$ cat src/id_pkg.sv
// decode stage widths, opcode and operation enums, bus structs
`default_nettype none

package id_pkg;

  localparam int XLEN       = 64;
  localparam int INST_W     = 32;
  localparam int REG_ADDR_W = 5;

  typedef enum logic [6:0] {
    OP_IMM = 7'b0010011,
    OP     = 7'b0110011,
    LUI    = 7'b0110111,
    JAL    = 7'b1101111,
    BRANCH = 7'b1100011
  } opcode_e;

  // what execute computes
  typedef enum logic [3:0] {
    ADD      = 4'd0,
    SUB      = 4'd1,
    AND      = 4'd2,
    OR       = 4'd3,
    XOR      = 4'd4,
    SLT      = 4'd5,
    SLTU     = 4'd6,
    PASS_IMM = 4'd7
  } alu_op_e;

  // branch funct3 codes, JUMP sits on an unused funct3
  typedef enum logic [2:0] {
    BEQ  = 3'b000,
    BNE  = 3'b001,
    JUMP = 3'b010,
    BLT  = 3'b100,
    BGE  = 3'b101,
    BLTU = 3'b110,
    BGEU = 3'b111
  } br_func_e;

  typedef struct packed {
    logic [INST_W-1:0] inst;
    logic [XLEN-1:0]   pc;
  } fs_to_ds_t;

  typedef struct packed {
    logic [XLEN-1:0]       pc;
    logic [XLEN-1:0]       rs1_data;
    logic [XLEN-1:0]       rs2_data;
    logic [XLEN-1:0]       imm;
    logic [REG_ADDR_W-1:0] rd;
    alu_op_e               alu_op;
    logic                  use_imm;   // imm replaces rs2_data
    logic                  gpr_wen;
    logic                  invalid_inst;
  } ds_to_es_t;

  typedef struct packed {
    logic                  wen;
    logic [REG_ADDR_W-1:0] waddr;
    logic [XLEN-1:0]       wdata;
  } ws_to_rf_t;

  typedef struct packed {
    logic            taken;
    logic [XLEN-1:0] target;
  } br_bus_t;

  typedef struct packed {
    logic [REG_ADDR_W-1:0] rs1;
    logic [REG_ADDR_W-1:0] rs2;
    logic [REG_ADDR_W-1:0] rd;
    logic                  rs1_used;
    logic                  rs2_used;
    logic [XLEN-1:0]       imm;
    alu_op_e               alu_op;
    logic                  use_imm;
    logic                  gpr_wen;
    logic                  is_branch;  // branch or jal
    br_func_e              br_func;
    logic                  invalid_inst;
  } dec_ctrl_t;

endpackage

`default_nettype wire

$ cat src/id_stage_latch.sv
// fetch to decode pipeline latch: valid bit, instruction register, allowin and fire
`default_nettype none

module id_stage_latch (
  input  logic              i_clk,
  input  logic              i_reset,
  input  logic              i_fs_to_ds_valid,
  input  id_pkg::fs_to_ds_t i_fs_to_ds_bus,
  input  logic              i_ready_go,
  input  logic              i_es_allowin,
  output logic              o_ds_valid,
  output logic              o_ds_allowin,
  output logic              o_fire,
  output id_pkg::fs_to_ds_t o_ds_bus
);

  logic              ds_valid;
  id_pkg::fs_to_ds_t ds_bus;

  // item leaves this cycle
  assign o_fire       = ds_valid && i_ready_go && i_es_allowin;
  assign o_ds_allowin = !ds_valid || (i_ready_go && i_es_allowin);

  always_ff @(posedge i_clk) begin
    if (i_reset) begin
      ds_valid <= 1'b0;
    end else if (o_ds_allowin) begin
      ds_valid <= i_fs_to_ds_valid;  // empties when fetch has nothing
    end
  end

  always_ff @(posedge i_clk) begin
    if (i_fs_to_ds_valid && o_ds_allowin) begin
      ds_bus <= i_fs_to_ds_bus;
    end
  end

  assign o_ds_valid = ds_valid;
  assign o_ds_bus   = ds_bus;

  // held item must not change under a stall or back-pressure
  a_hold_stable: assert property (
    @(posedge i_clk) disable iff (i_reset)
    (o_ds_valid && !o_fire) |=> $stable(o_ds_bus)
  ) else $error("decode latch changed while holding");

endmodule

`default_nettype wire

$ cat src/id_decoder.sv
// instruction decoder: field extraction, immediates and control for the integer subset
`default_nettype none

module id_decoder (
  input  logic [id_pkg::INST_W-1:0] i_inst,
  output id_pkg::dec_ctrl_t         o_ctrl
);

  id_pkg::opcode_e         opcode;
  logic [2:0]              funct3;
  logic [6:0]              funct7;
  logic [id_pkg::XLEN-1:0] imm_i;
  logic [id_pkg::XLEN-1:0] imm_u;
  logic [id_pkg::XLEN-1:0] imm_b;
  logic [id_pkg::XLEN-1:0] imm_j;

  assign opcode = id_pkg::opcode_e'(i_inst[6:0]);
  assign funct3 = i_inst[14:12];
  assign funct7 = i_inst[31:25];

  // sign extended to xlen
  assign imm_i = {{(id_pkg::XLEN-12){i_inst[31]}}, i_inst[31:20]};
  assign imm_u = {{(id_pkg::XLEN-32){i_inst[31]}}, i_inst[31:12], 12'b0};
  assign imm_b = {{(id_pkg::XLEN-12){i_inst[31]}}, i_inst[7], i_inst[30:25],
                  i_inst[11:8], 1'b0};
  assign imm_j = {{(id_pkg::XLEN-20){i_inst[31]}}, i_inst[19:12], i_inst[20],
                  i_inst[30:21], 1'b0};

  always_comb begin
    o_ctrl         = '0;
    o_ctrl.rs1     = i_inst[19:15];
    o_ctrl.rs2     = i_inst[24:20];
    o_ctrl.rd      = i_inst[11:7];
    o_ctrl.alu_op  = id_pkg::ADD;
    o_ctrl.br_func = id_pkg::BEQ;

    case (opcode)
      id_pkg::OP_IMM: begin
        o_ctrl.rs1_used = 1'b1;
        o_ctrl.use_imm  = 1'b1;
        o_ctrl.gpr_wen  = 1'b1;
        o_ctrl.imm      = imm_i;
        case (funct3)
          3'b000:  o_ctrl.alu_op = id_pkg::ADD;
          3'b111:  o_ctrl.alu_op = id_pkg::AND;
          3'b110:  o_ctrl.alu_op = id_pkg::OR;
          3'b100:  o_ctrl.alu_op = id_pkg::XOR;
          3'b010:  o_ctrl.alu_op = id_pkg::SLT;
          3'b011:  o_ctrl.alu_op = id_pkg::SLTU;
          default: o_ctrl.invalid_inst = 1'b1;  // shifts not supported
        endcase
      end
      id_pkg::OP: begin
        o_ctrl.rs1_used = 1'b1;
        o_ctrl.rs2_used = 1'b1;
        o_ctrl.gpr_wen  = 1'b1;
        case ({funct7, funct3})
          {7'h00, 3'b000}: o_ctrl.alu_op = id_pkg::ADD;
          {7'h20, 3'b000}: o_ctrl.alu_op = id_pkg::SUB;
          {7'h00, 3'b111}: o_ctrl.alu_op = id_pkg::AND;
          {7'h00, 3'b110}: o_ctrl.alu_op = id_pkg::OR;
          {7'h00, 3'b100}: o_ctrl.alu_op = id_pkg::XOR;
          {7'h00, 3'b010}: o_ctrl.alu_op = id_pkg::SLT;
          {7'h00, 3'b011}: o_ctrl.alu_op = id_pkg::SLTU;
          default:         o_ctrl.invalid_inst = 1'b1;
        endcase
      end
      id_pkg::LUI: begin
        o_ctrl.imm     = imm_u;
        o_ctrl.alu_op  = id_pkg::PASS_IMM;
        o_ctrl.use_imm = 1'b1;
        o_ctrl.gpr_wen = 1'b1;
      end
      id_pkg::JAL: begin
        o_ctrl.imm       = imm_j;
        o_ctrl.gpr_wen   = 1'b1;  // link value formed in execute
        o_ctrl.is_branch = 1'b1;
        o_ctrl.br_func   = id_pkg::JUMP;
      end
      id_pkg::BRANCH: begin
        o_ctrl.rs1_used  = 1'b1;
        o_ctrl.rs2_used  = 1'b1;
        o_ctrl.imm       = imm_b;
        o_ctrl.is_branch = 1'b1;
        o_ctrl.br_func   = id_pkg::br_func_e'(funct3);
        if (funct3 == 3'b010 || funct3 == 3'b011) begin
          o_ctrl.invalid_inst = 1'b1;
        end
      end
      default: o_ctrl.invalid_inst = 1'b1;
    endcase

    // nothing outside the subset may write or redirect
    if (o_ctrl.invalid_inst) begin
      o_ctrl.gpr_wen   = 1'b0;
      o_ctrl.is_branch = 1'b0;
      o_ctrl.rs1_used  = 1'b0;
      o_ctrl.rs2_used  = 1'b0;
    end
  end

endmodule

`default_nettype wire

$ cat src/id_gpr_file.sv
// general register file, 32 x 64, two async read ports and one write port
`default_nettype none

module id_gpr_file (
  input  logic                          i_clk,
  input  logic                          i_reset,
  input  logic [id_pkg::REG_ADDR_W-1:0] i_raddr1,
  input  logic [id_pkg::REG_ADDR_W-1:0] i_raddr2,
  output logic [id_pkg::XLEN-1:0]       o_rdata1,
  output logic [id_pkg::XLEN-1:0]       o_rdata2,
  input  id_pkg::ws_to_rf_t             i_wr
);

  logic [id_pkg::XLEN-1:0] regs [32];  // x0 kept at zero by the write guard

  always_ff @(posedge i_clk) begin
    if (i_reset) begin
      for (int i = 0; i < 32; i++) begin
        regs[i] <= '0;
      end
    end else if (i_wr.wen && i_wr.waddr != '0) begin
      regs[i_wr.waddr] <= i_wr.wdata;
    end
  end

  // new value visible only after the write edge
  assign o_rdata1 = regs[i_raddr1];
  assign o_rdata2 = regs[i_raddr2];

  a_x0_zero: assert property (
    @(posedge i_clk) disable iff (i_reset)
    (i_raddr1 != '0 || o_rdata1 == '0) && (i_raddr2 != '0 || o_rdata2 == '0)
  ) else $error("x0 read returned nonzero");

endmodule

`default_nettype wire

$ cat src/id_hazard_check.sv
// read-after-write check of decode sources against execute, memory and write-back rd
`default_nettype none

module id_hazard_check (
  input  logic                          i_ds_valid,
  input  id_pkg::dec_ctrl_t             i_ctrl,
  input  logic [id_pkg::REG_ADDR_W-1:0] i_es_rd,
  input  logic [id_pkg::REG_ADDR_W-1:0] i_ms_rd,
  input  logic [id_pkg::REG_ADDR_W-1:0] i_ws_rd,
  output logic                          o_ready_go
);

  logic es_hit;
  logic ms_hit;
  logic ws_hit;

  // rd 0 never produces a value
  assign es_hit = (i_es_rd != '0) &&
                  ((i_ctrl.rs1_used && i_es_rd == i_ctrl.rs1) ||
                   (i_ctrl.rs2_used && i_es_rd == i_ctrl.rs2));
  assign ms_hit = (i_ms_rd != '0) &&
                  ((i_ctrl.rs1_used && i_ms_rd == i_ctrl.rs1) ||
                   (i_ctrl.rs2_used && i_ms_rd == i_ctrl.rs2));
  assign ws_hit = (i_ws_rd != '0) &&
                  ((i_ctrl.rs1_used && i_ws_rd == i_ctrl.rs1) ||
                   (i_ctrl.rs2_used && i_ws_rd == i_ctrl.rs2));

  assign o_ready_go = !(i_ds_valid && (es_hit || ms_hit || ws_hit));

endmodule

`default_nettype wire

$ cat src/id_branch_unit.sv
// branch unit: operand compare, condition select and target for branches and jal
`default_nettype none

module id_branch_unit (
  input  logic                    i_fire,
  input  id_pkg::dec_ctrl_t       i_ctrl,
  input  logic [id_pkg::XLEN-1:0] i_pc,
  input  logic [id_pkg::XLEN-1:0] i_rs1_data,
  input  logic [id_pkg::XLEN-1:0] i_rs2_data,
  output id_pkg::br_bus_t         o_br_bus
);

  logic eq;
  logic lt;
  logic ltu;
  logic cond;

  assign eq  = (i_rs1_data == i_rs2_data);
  assign lt  = ($signed(i_rs1_data) < $signed(i_rs2_data));
  assign ltu = (i_rs1_data < i_rs2_data);

  always_comb begin
    case (i_ctrl.br_func)
      id_pkg::BEQ:  cond = eq;
      id_pkg::BNE:  cond = !eq;
      id_pkg::BLT:  cond = lt;
      id_pkg::BGE:  cond = !lt;
      id_pkg::BLTU: cond = ltu;
      id_pkg::BGEU: cond = !ltu;
      id_pkg::JUMP: cond = 1'b1;  // jal always
      default:      cond = 1'b0;
    endcase
  end

  // only redirect fetch when the item actually leaves
  assign o_br_bus.taken  = i_fire && i_ctrl.is_branch && cond;
  assign o_br_bus.target = i_pc + i_ctrl.imm;

  // decoder keeps invalid encodings off the branch bus
  always_comb begin
    assert (!o_br_bus.taken || (i_fire && !i_ctrl.invalid_inst))
      else $error("branch taken without fire or on invalid inst");
  end

endmodule

`default_nettype wire

$ cat src/id_stage.sv
// decode stage top: latch, decoder, register file, hazard check and branch unit
`default_nettype none

module id_stage (
  input  logic                          i_clk,
  input  logic                          i_reset,
  // from fetch
  input  logic                          i_fs_to_ds_valid,
  input  id_pkg::fs_to_ds_t             i_fs_to_ds_bus,
  output logic                          o_ds_allowin,
  // to execute
  output logic                          o_ds_to_es_valid,
  output id_pkg::ds_to_es_t             o_ds_to_es_bus,
  input  logic                          i_es_allowin,
  // to fetch
  output id_pkg::br_bus_t               o_br_bus,
  input  id_pkg::ws_to_rf_t             i_ws_to_rf_bus,
  // downstream destinations
  input  logic [id_pkg::REG_ADDR_W-1:0] i_es_rd,
  input  logic [id_pkg::REG_ADDR_W-1:0] i_ms_rd,
  input  logic [id_pkg::REG_ADDR_W-1:0] i_ws_rd
);

  logic                    ds_valid;
  logic                    ready_go;
  logic                    fire;
  id_pkg::fs_to_ds_t       ds_bus;
  id_pkg::dec_ctrl_t       ctrl;
  logic [id_pkg::XLEN-1:0] rs1_data;
  logic [id_pkg::XLEN-1:0] rs2_data;

  id_stage_latch u_latch (
    .i_clk            (i_clk),
    .i_reset          (i_reset),
    .i_fs_to_ds_valid (i_fs_to_ds_valid),
    .i_fs_to_ds_bus   (i_fs_to_ds_bus),
    .i_ready_go       (ready_go),
    .i_es_allowin     (i_es_allowin),
    .o_ds_valid       (ds_valid),
    .o_ds_allowin     (o_ds_allowin),
    .o_fire           (fire),
    .o_ds_bus         (ds_bus)
  );

  id_decoder u_decoder (
    .i_inst (ds_bus.inst),
    .o_ctrl (ctrl)
  );

  id_gpr_file u_gpr_file (
    .i_clk    (i_clk),
    .i_reset  (i_reset),
    .i_raddr1 (ctrl.rs1),
    .i_raddr2 (ctrl.rs2),
    .o_rdata1 (rs1_data),
    .o_rdata2 (rs2_data),
    .i_wr     (i_ws_to_rf_bus)
  );

  id_hazard_check u_hazard_check (
    .i_ds_valid (ds_valid),
    .i_ctrl     (ctrl),
    .i_es_rd    (i_es_rd),
    .i_ms_rd    (i_ms_rd),
    .i_ws_rd    (i_ws_rd),
    .o_ready_go (ready_go)
  );

  id_branch_unit u_branch_unit (
    .i_fire     (fire),
    .i_ctrl     (ctrl),
    .i_pc       (ds_bus.pc),
    .i_rs1_data (rs1_data),
    .i_rs2_data (rs2_data),
    .o_br_bus   (o_br_bus)
  );

  assign o_ds_to_es_valid = ds_valid && ready_go;

  assign o_ds_to_es_bus.pc           = ds_bus.pc;
  assign o_ds_to_es_bus.rs1_data     = rs1_data;
  assign o_ds_to_es_bus.rs2_data     = rs2_data;
  assign o_ds_to_es_bus.imm          = ctrl.imm;
  assign o_ds_to_es_bus.rd           = ctrl.rd;
  assign o_ds_to_es_bus.alu_op       = ctrl.alu_op;
  assign o_ds_to_es_bus.use_imm      = ctrl.use_imm;
  assign o_ds_to_es_bus.gpr_wen      = ctrl.gpr_wen;
  assign o_ds_to_es_bus.invalid_inst = ctrl.invalid_inst;

endmodule

`default_nettype wire

$ cat config.mk
export PLATFORM = sky130hd
export DESIGN_NAME = id_stage
export DESIGN_NICKNAME = d
export VERILOG_FILES = /design/src/id_pkg.sv /design/src/id_stage_latch.sv /design/src/id_decoder.sv /design/src/id_gpr_file.sv /design/src/id_hazard_check.sv /design/src/id_branch_unit.sv /design/src/id_stage.sv
export SDC_FILE = /design/constraint.sdc
export NUM_CORES = 2
export LEC_CHECK = 0
export ABC_CLOCK_PERIOD_IN_PS = 9650
export BUFFER_PORTS_ARGS = -buffer_cell sky130_fd_sc_hd__buf_2
export CORE_UTILIZATION = 40
export CTS_CLUSTER_DIAMETER = 30
export DETAILED_ROUTE_END_ITERATION = 10
export PLACE_DENSITY = 0.59
export SLEW_MARGIN = 20
export SYNTH_ARGS = -nofsm -noshare
export SYNTH_HDL_FRONTEND = slang
export SYNTH_SLANG_ARGS = --single-unit
$ cat constraint.sdc
create_clock -name i_clk -period 9.65 [get_ports i_clk]
set_clock_uncertainty 0.05 [all_clocks]
set_input_delay 1.93 -clock i_clk [delete_from_list [all_inputs] [get_ports i_clk]]
set_output_delay 1.93 -clock i_clk [all_outputs]
set_load 0.005 [all_outputs]
* After elaboration in Yosys (flattened, before gate mapping)
Memories as Yosys holds them, arrays and structs flattened. A register that Yosys moved wholly into a read port is not among the register bits.
Cells that the tools add are included.
** Word-level totals
- Bits in registers :: 97
- RAM bits :: 2048
- Memories :: 1
** Memory list
- u_gpr_file.regs :: words 32, bits a word 64, read ports 2, clocked after memory_dff 2, write ports 32, line id_gpr_file.sv:14 : logic [id_pkg::XLEN-1:0] regs [32];
** Cells by class
- Add/sub/neg operators :: 1
- $lt $le $gt $ge :: 2
- Equal/unequal tests :: 29
- Muxes and demuxes :: 26
- Reduce and logical (&&, ||, !) cells :: 44
** Operators by type and width (number)
- 64-bit one-hot mux with 4 select lines :: 1
- 64-bit < comparator :: 2
- 64-bit adder :: 1
- 64-bit equality test :: 1
- 64-bit two-way mux :: 1
- 64-bit OR reduction :: 1
- 10-bit by 3-bit equality test with 1-bit output (second input constant) :: 3
- 5-bit equality test :: 6
- 3-bit equality test (second input constant) :: 7
- 10-bit by 2-bit equality test with 1-bit output (second input constant) :: 2
- 5-bit nonzero test :: 4
- 3-bit one-hot mux with 6 select lines :: 1
- 1-bit logical AND :: 17
- 5-bit two-way mux :: 3
- 3-bit one-hot mux with 5 select lines :: 1
- 7-bit by 6-bit equality test with 1-bit output (second input constant) :: 2
- 7-bit equality test (second input constant) :: 2
- 1-bit two-way mux :: 13
- 10-bit by 9-bit equality test with 1-bit output (second input constant) :: 1
- 10-bit zero test :: 1
- 3-bit by 2-bit equality test with 1-bit output (second input constant) :: 3
- 3-bit one-hot mux with 3 select lines :: 1
- 4-bit one-hot mux with 2 select lines :: 1
- 7-bit by 5-bit equality test with 1-bit output (second input constant) :: 1
- other kinds (12) :: 26

* Logic depth before layout (Yosys ltp)
- Depth in word-level cells :: 16
- Gate-level depth with buffers :: 20
- Mapped depth without buffers :: 17

* Cells and area by module
A second synthesis with hierarchy kept.
** Second synthesis, totals
- Cell total of the unflattened synthesis :: 8110
- Area total of the unflattened synthesis :: 116787.0 µm²
** By module, submodules not included
- id_gpr_file :: instances 1, cells an instance 7001, area an instance 106912.5 µm², seq. area each 61499.0 µm²
- id_branch_unit :: instances 1, cells an instance 805, area an instance 5475.3 µm², seq. area each 0.0 µm²
- id_stage_latch :: instances 1, cells an instance 102, area an instance 2945.3 µm², seq. area each 2902.8 µm²
- id_decoder :: instances 1, cells an instance 149, area an instance 1051.0 µm², seq. area each 0.0 µm²
- id_hazard_check :: instances 1, cells an instance 52, area an instance 396.6 µm², seq. area each 0.0 µm²
- id_stage :: instances 1, cells an instance 1, area an instance 6.3 µm², seq. area each 0.0 µm²

* Least setup slack after synthesis
Ideal clock, no wire load.
- Kind :: reg-to-output
- Start point :: reg, netlist name u_latch.o_ds_bus[69]
- End point :: out o_br_bus[63] (netlist name)
- Arrival :: 5.168 ns
- Data required time :: 7.670 ns
- Setup slack :: 2.502 ns
- Cell stages (with the launch flop) :: 19
- Cells stage by stage :: edfxtp_1 > nand2_1 > or2_1 > clkbuf_1 > or3_1 > nand2_1 > o31a_1 > ha_1 > buf_2 > a21oi_1 > o211ai_1 > a221oi_1 > a31oi_1 > a31oi_1 > o21ai_2 > a21oi_1 > o211ai_1 > o221ai_1 > xor2_1
** RTL lines
- end, declared :: line id_stage.sv:16 : output id_pkg::br_bus_t o_br_bus,

==> flow_metrics.env <==
export IMPL_status="complete, no violations"
export IMPL_hold_buffers=0
export IMPL_grt_pass1_vias=77104
export IMPL_p_leak_nw=50.9
export IMPL_final_max_slew_violation_count=0
export IMPL_timing_rr_end="u_latch.o_ds_bus[61]"
export IMPL_finalSetupTns_ns=0
export IMPL_grt_pass1_wl_mm=625
export IMPL_layout_nets=8150
export IMPL_clockBufferDepth=4
export IMPL_fp_coreArea_mm2=0.292
export IMPL_hold_violations=0
export IMPL_setup_worst_path_end="o_br_bus[64]"
export IMPL_reg2reg_depth=10
export IMPL_fmax_mhz=105
export IMPL_antenna_found_initial=91
export IMPL_start_util_pct=40.4
export IMPL_clk_pin_slew_ns=0.05
export IMPL_drcViolationCount=0
export IMPL_synthCells=7406
export IMPL_h_tree_depth=6
export IMPL_drive_above_1_share_pct=35.7
export IMPL_synth_edf_count=2144
export IMPL_min_delay_path_class="register to register"
export IMPL_syn_area_mm2=0.118
export IMPL_dp_slack_ns=1.16
export IMPL_post_cts_buffers=0
export IMPL_core_rowCount=198
export IMPL_start_kind="register"
export IMPL_track_usage_pct=30.7
export IMPL_setup_slack_ns=0.134
export IMPL_cap_viol_max_count=0
export IMPL_hpwlAfterDp_mm=259
export IMPL_synth_avg_cell_area_um2=15.9
export IMPL_p_per_area_mw_per_mm2=233
export IMPL_finalCritPeriodShare_pct=98.6
export IMPL_finalSetupViolations=0
export IMPL_final_cell_mix="edfxtp_1, and2_1, mux4_2"
export IMPL_port_buffer_count=518
export IMPL_multiInputGateArea_mm2=0.0496
export IMPL_path_depth=17
export IMPL_path_class="register to output port"
export IMPL_grt_max_degree=107
export IMPL_slowest_stage="buf_4"
export IMPL_relSlewSlack_pct=17.3
export IMPL_dieHeight_um=545
export IMPL_period_needed_ns=9.52
export IMPL_r2r_start="u_latch.o_ds_bus[95]"
export IMPL_clock_latency_ns=1.01
export IMPL_cp_max_fo=56
export IMPL_tightest_slew_ns=1.24
export IMPL_async_reset_ff_share_pct=0
export IMPL_syn_to_final_growth_pct=20.3
export IMPL_seq_area_frac_synth_pct=54.8
export IMPL_cts_root_buf="clkbuf_16"
export IMPL_finalInstanceArea_mm2=0.142
export IMPL_max_stage_delay_ns=0.79
export IMPL_final_cells=12220
export IMPL_drt_initial_drc_count=11537
export IMPL_yosysWarningCount=0
export IMPL_mostFrequentLayoutCell="edfxtp_1"
export IMPL_tritoncts="done"
export IMPL_routed_wirelength_mm=461
export IMPL_postRouteAntennaNets=0
export IMPL_wl_per_cell_um=37.7
export IMPL_first_pass_iters=6
export IMPL_drt_vias_per_instance=6.27
export IMPL_synth_seq_cells=2155
export IMPL_vias=76660
export IMPL_gp_congestion=0.919
export IMPL_irDropWorstVdd_mv=0.168
export IMPL_r2r_setup_slack_ns=5.53
export IMPL_dieWidth_um=545
export IMPL_fillers=24376
export IMPL_cts_resized=0
export IMPL_overflow=0
export IMPL_io_pins=520
export IMPL_place_inst=11209
export IMPL_crit_chain="buf_4 -> mux4_2 -> mux4_2 -> mux2i_1 -> ha_1 -> nand4_1 -> nor4_2 -> buf_4 -> nand2_1 -> or3_1 -> nor2_2 -> mux2i_1 -> a22o_1 -> nand2_1 -> nand3_1 -> o2111a_1 -> buf_2"
export IMPL_place_area_mm2=0.124
export IMPL_cts_sinks=2155
export IMPL_critical_path_endpoint_type="output port"
export IMPL_cts_buffers=525
export IMPL_critPathArrivalTime_ns=7.54
export IMPL_critPathTopFamily="simple AND/OR/NAND/NOR gates"
export IMPL_yosys_cell_types_count=81
export IMPL_die_area_mm2=0.297
export IMPL_worstPathRequired_ns=7.67
export IMPL_synthFlopType="edfxtp_1"
export IMPL_crit_buf_inv=3
export IMPL_rsz0062_at_grt="false"
export IMPL_regArea_mm2=0.0646
metrics by stage:
step	util (%)	hold WS, ns	total power, mW
after floorplan	-	0.446	13.8
after global placement	42.4	0.485	15.6
after detailed placement	42.5	0.504	15.6
after CTS	48.5	0.510	33.1
after global routing	48.5	0.527	33.8
final	48.6	0.506	33.1
state kept, by name, indices dropped and copies added, names as in the netlist, named ones only:
register and cells:
u_gpr_file.regs 2048, u_latch.o_ds_bus 96, u_latch.o_ds_valid 1
worst register-to-register path, stage by stage (launching register included):
cell and delay, ns:
edfxtp_1 0.53, or4_1 0.47, nor3_2 0.43, a31oi_1 0.18
a211oi_2 0.19, o2111ai_1 0.28, o21ai_1 0.27, nand2_1 0.13
nand2_2 0.35, inv_4 0.28, buf_4 0.44
report_power, final:
part           total (mW)  switching (mW)  internal, mW
clock network        17.6            5.95          11.6
registers            11.2           0.335          10.9
logic                4.32            2.42          1.90
final cells by class:
type	count	area share [%]
sequential	2155	45.6
multi-input combinational	4350	35.0
clock buffer	615	9.56
tap	3900	3.44
timing repair buffer	717	3.26
clock inverter	347	2.85
inverter	88	0.235
antenna	48	0.0847
Yosys cell counts, drive strengths merged (56+ instances only):
master  count  area (um^2)
mux2       74          867
nand2      77          292
a21o       67          503
ha        127         1590
clkbuf    600         2250
inv        88          330
o21ai      56          288
buf       277         1630
edfxtp   2144        64400
mux4     1280        28800
a21oi     100          504
and2     1989        12400
mux2i      66          661
nor2       84          325
logic make-up after synthesis:
logic type      synth area share, %
simple gates                   12.0
flops                          54.8
mux                            25.8
buf+inv                        3.58
compound gates                 1.79
fa+ha+maj                      1.37
xor+xnor                      0.669
other cells                 0.00318
how the worst min path moves through the flow:
stage,cells after the start,end,slack [ns],from
final,2,u_latch.o_ds_valid,0.51,u_latch.o_ds_valid
after global routing,2,u_latch.o_ds_valid,0.53,u_latch.o_ds_valid
after CTS,2,u_latch.o_ds_valid,0.51,u_latch.o_ds_valid
after floorplan,2,u_latch.o_ds_valid,0.45,u_latch.o_ds_valid
after detailed placement,2,u_latch.o_ds_valid,0.50,u_latch.o_ds_valid
after global placement,2,u_latch.o_ds_valid,0.48,u_latch.o_ds_valid
per-layer routing:
| layer | share of wire, % | global-route usage, % | wire length [um] | vias to the layer above |
|---|---|---|---|---|
| li1 | - | - | - | 29604 |
| met1 | 36 | 38.9 | 164000 | 40010 |
| met2 | 47 | 49.0 | 216000 | 5799 |
| met3 | 12 | 7.23 | 54800 | 1217 |
| met4 | 5.6 | 16.0 | 25700 | 30 |
| met5 | 0.039 | 0 | 180 | - |
Note: power is estimated with default switching activity, not from simulation.
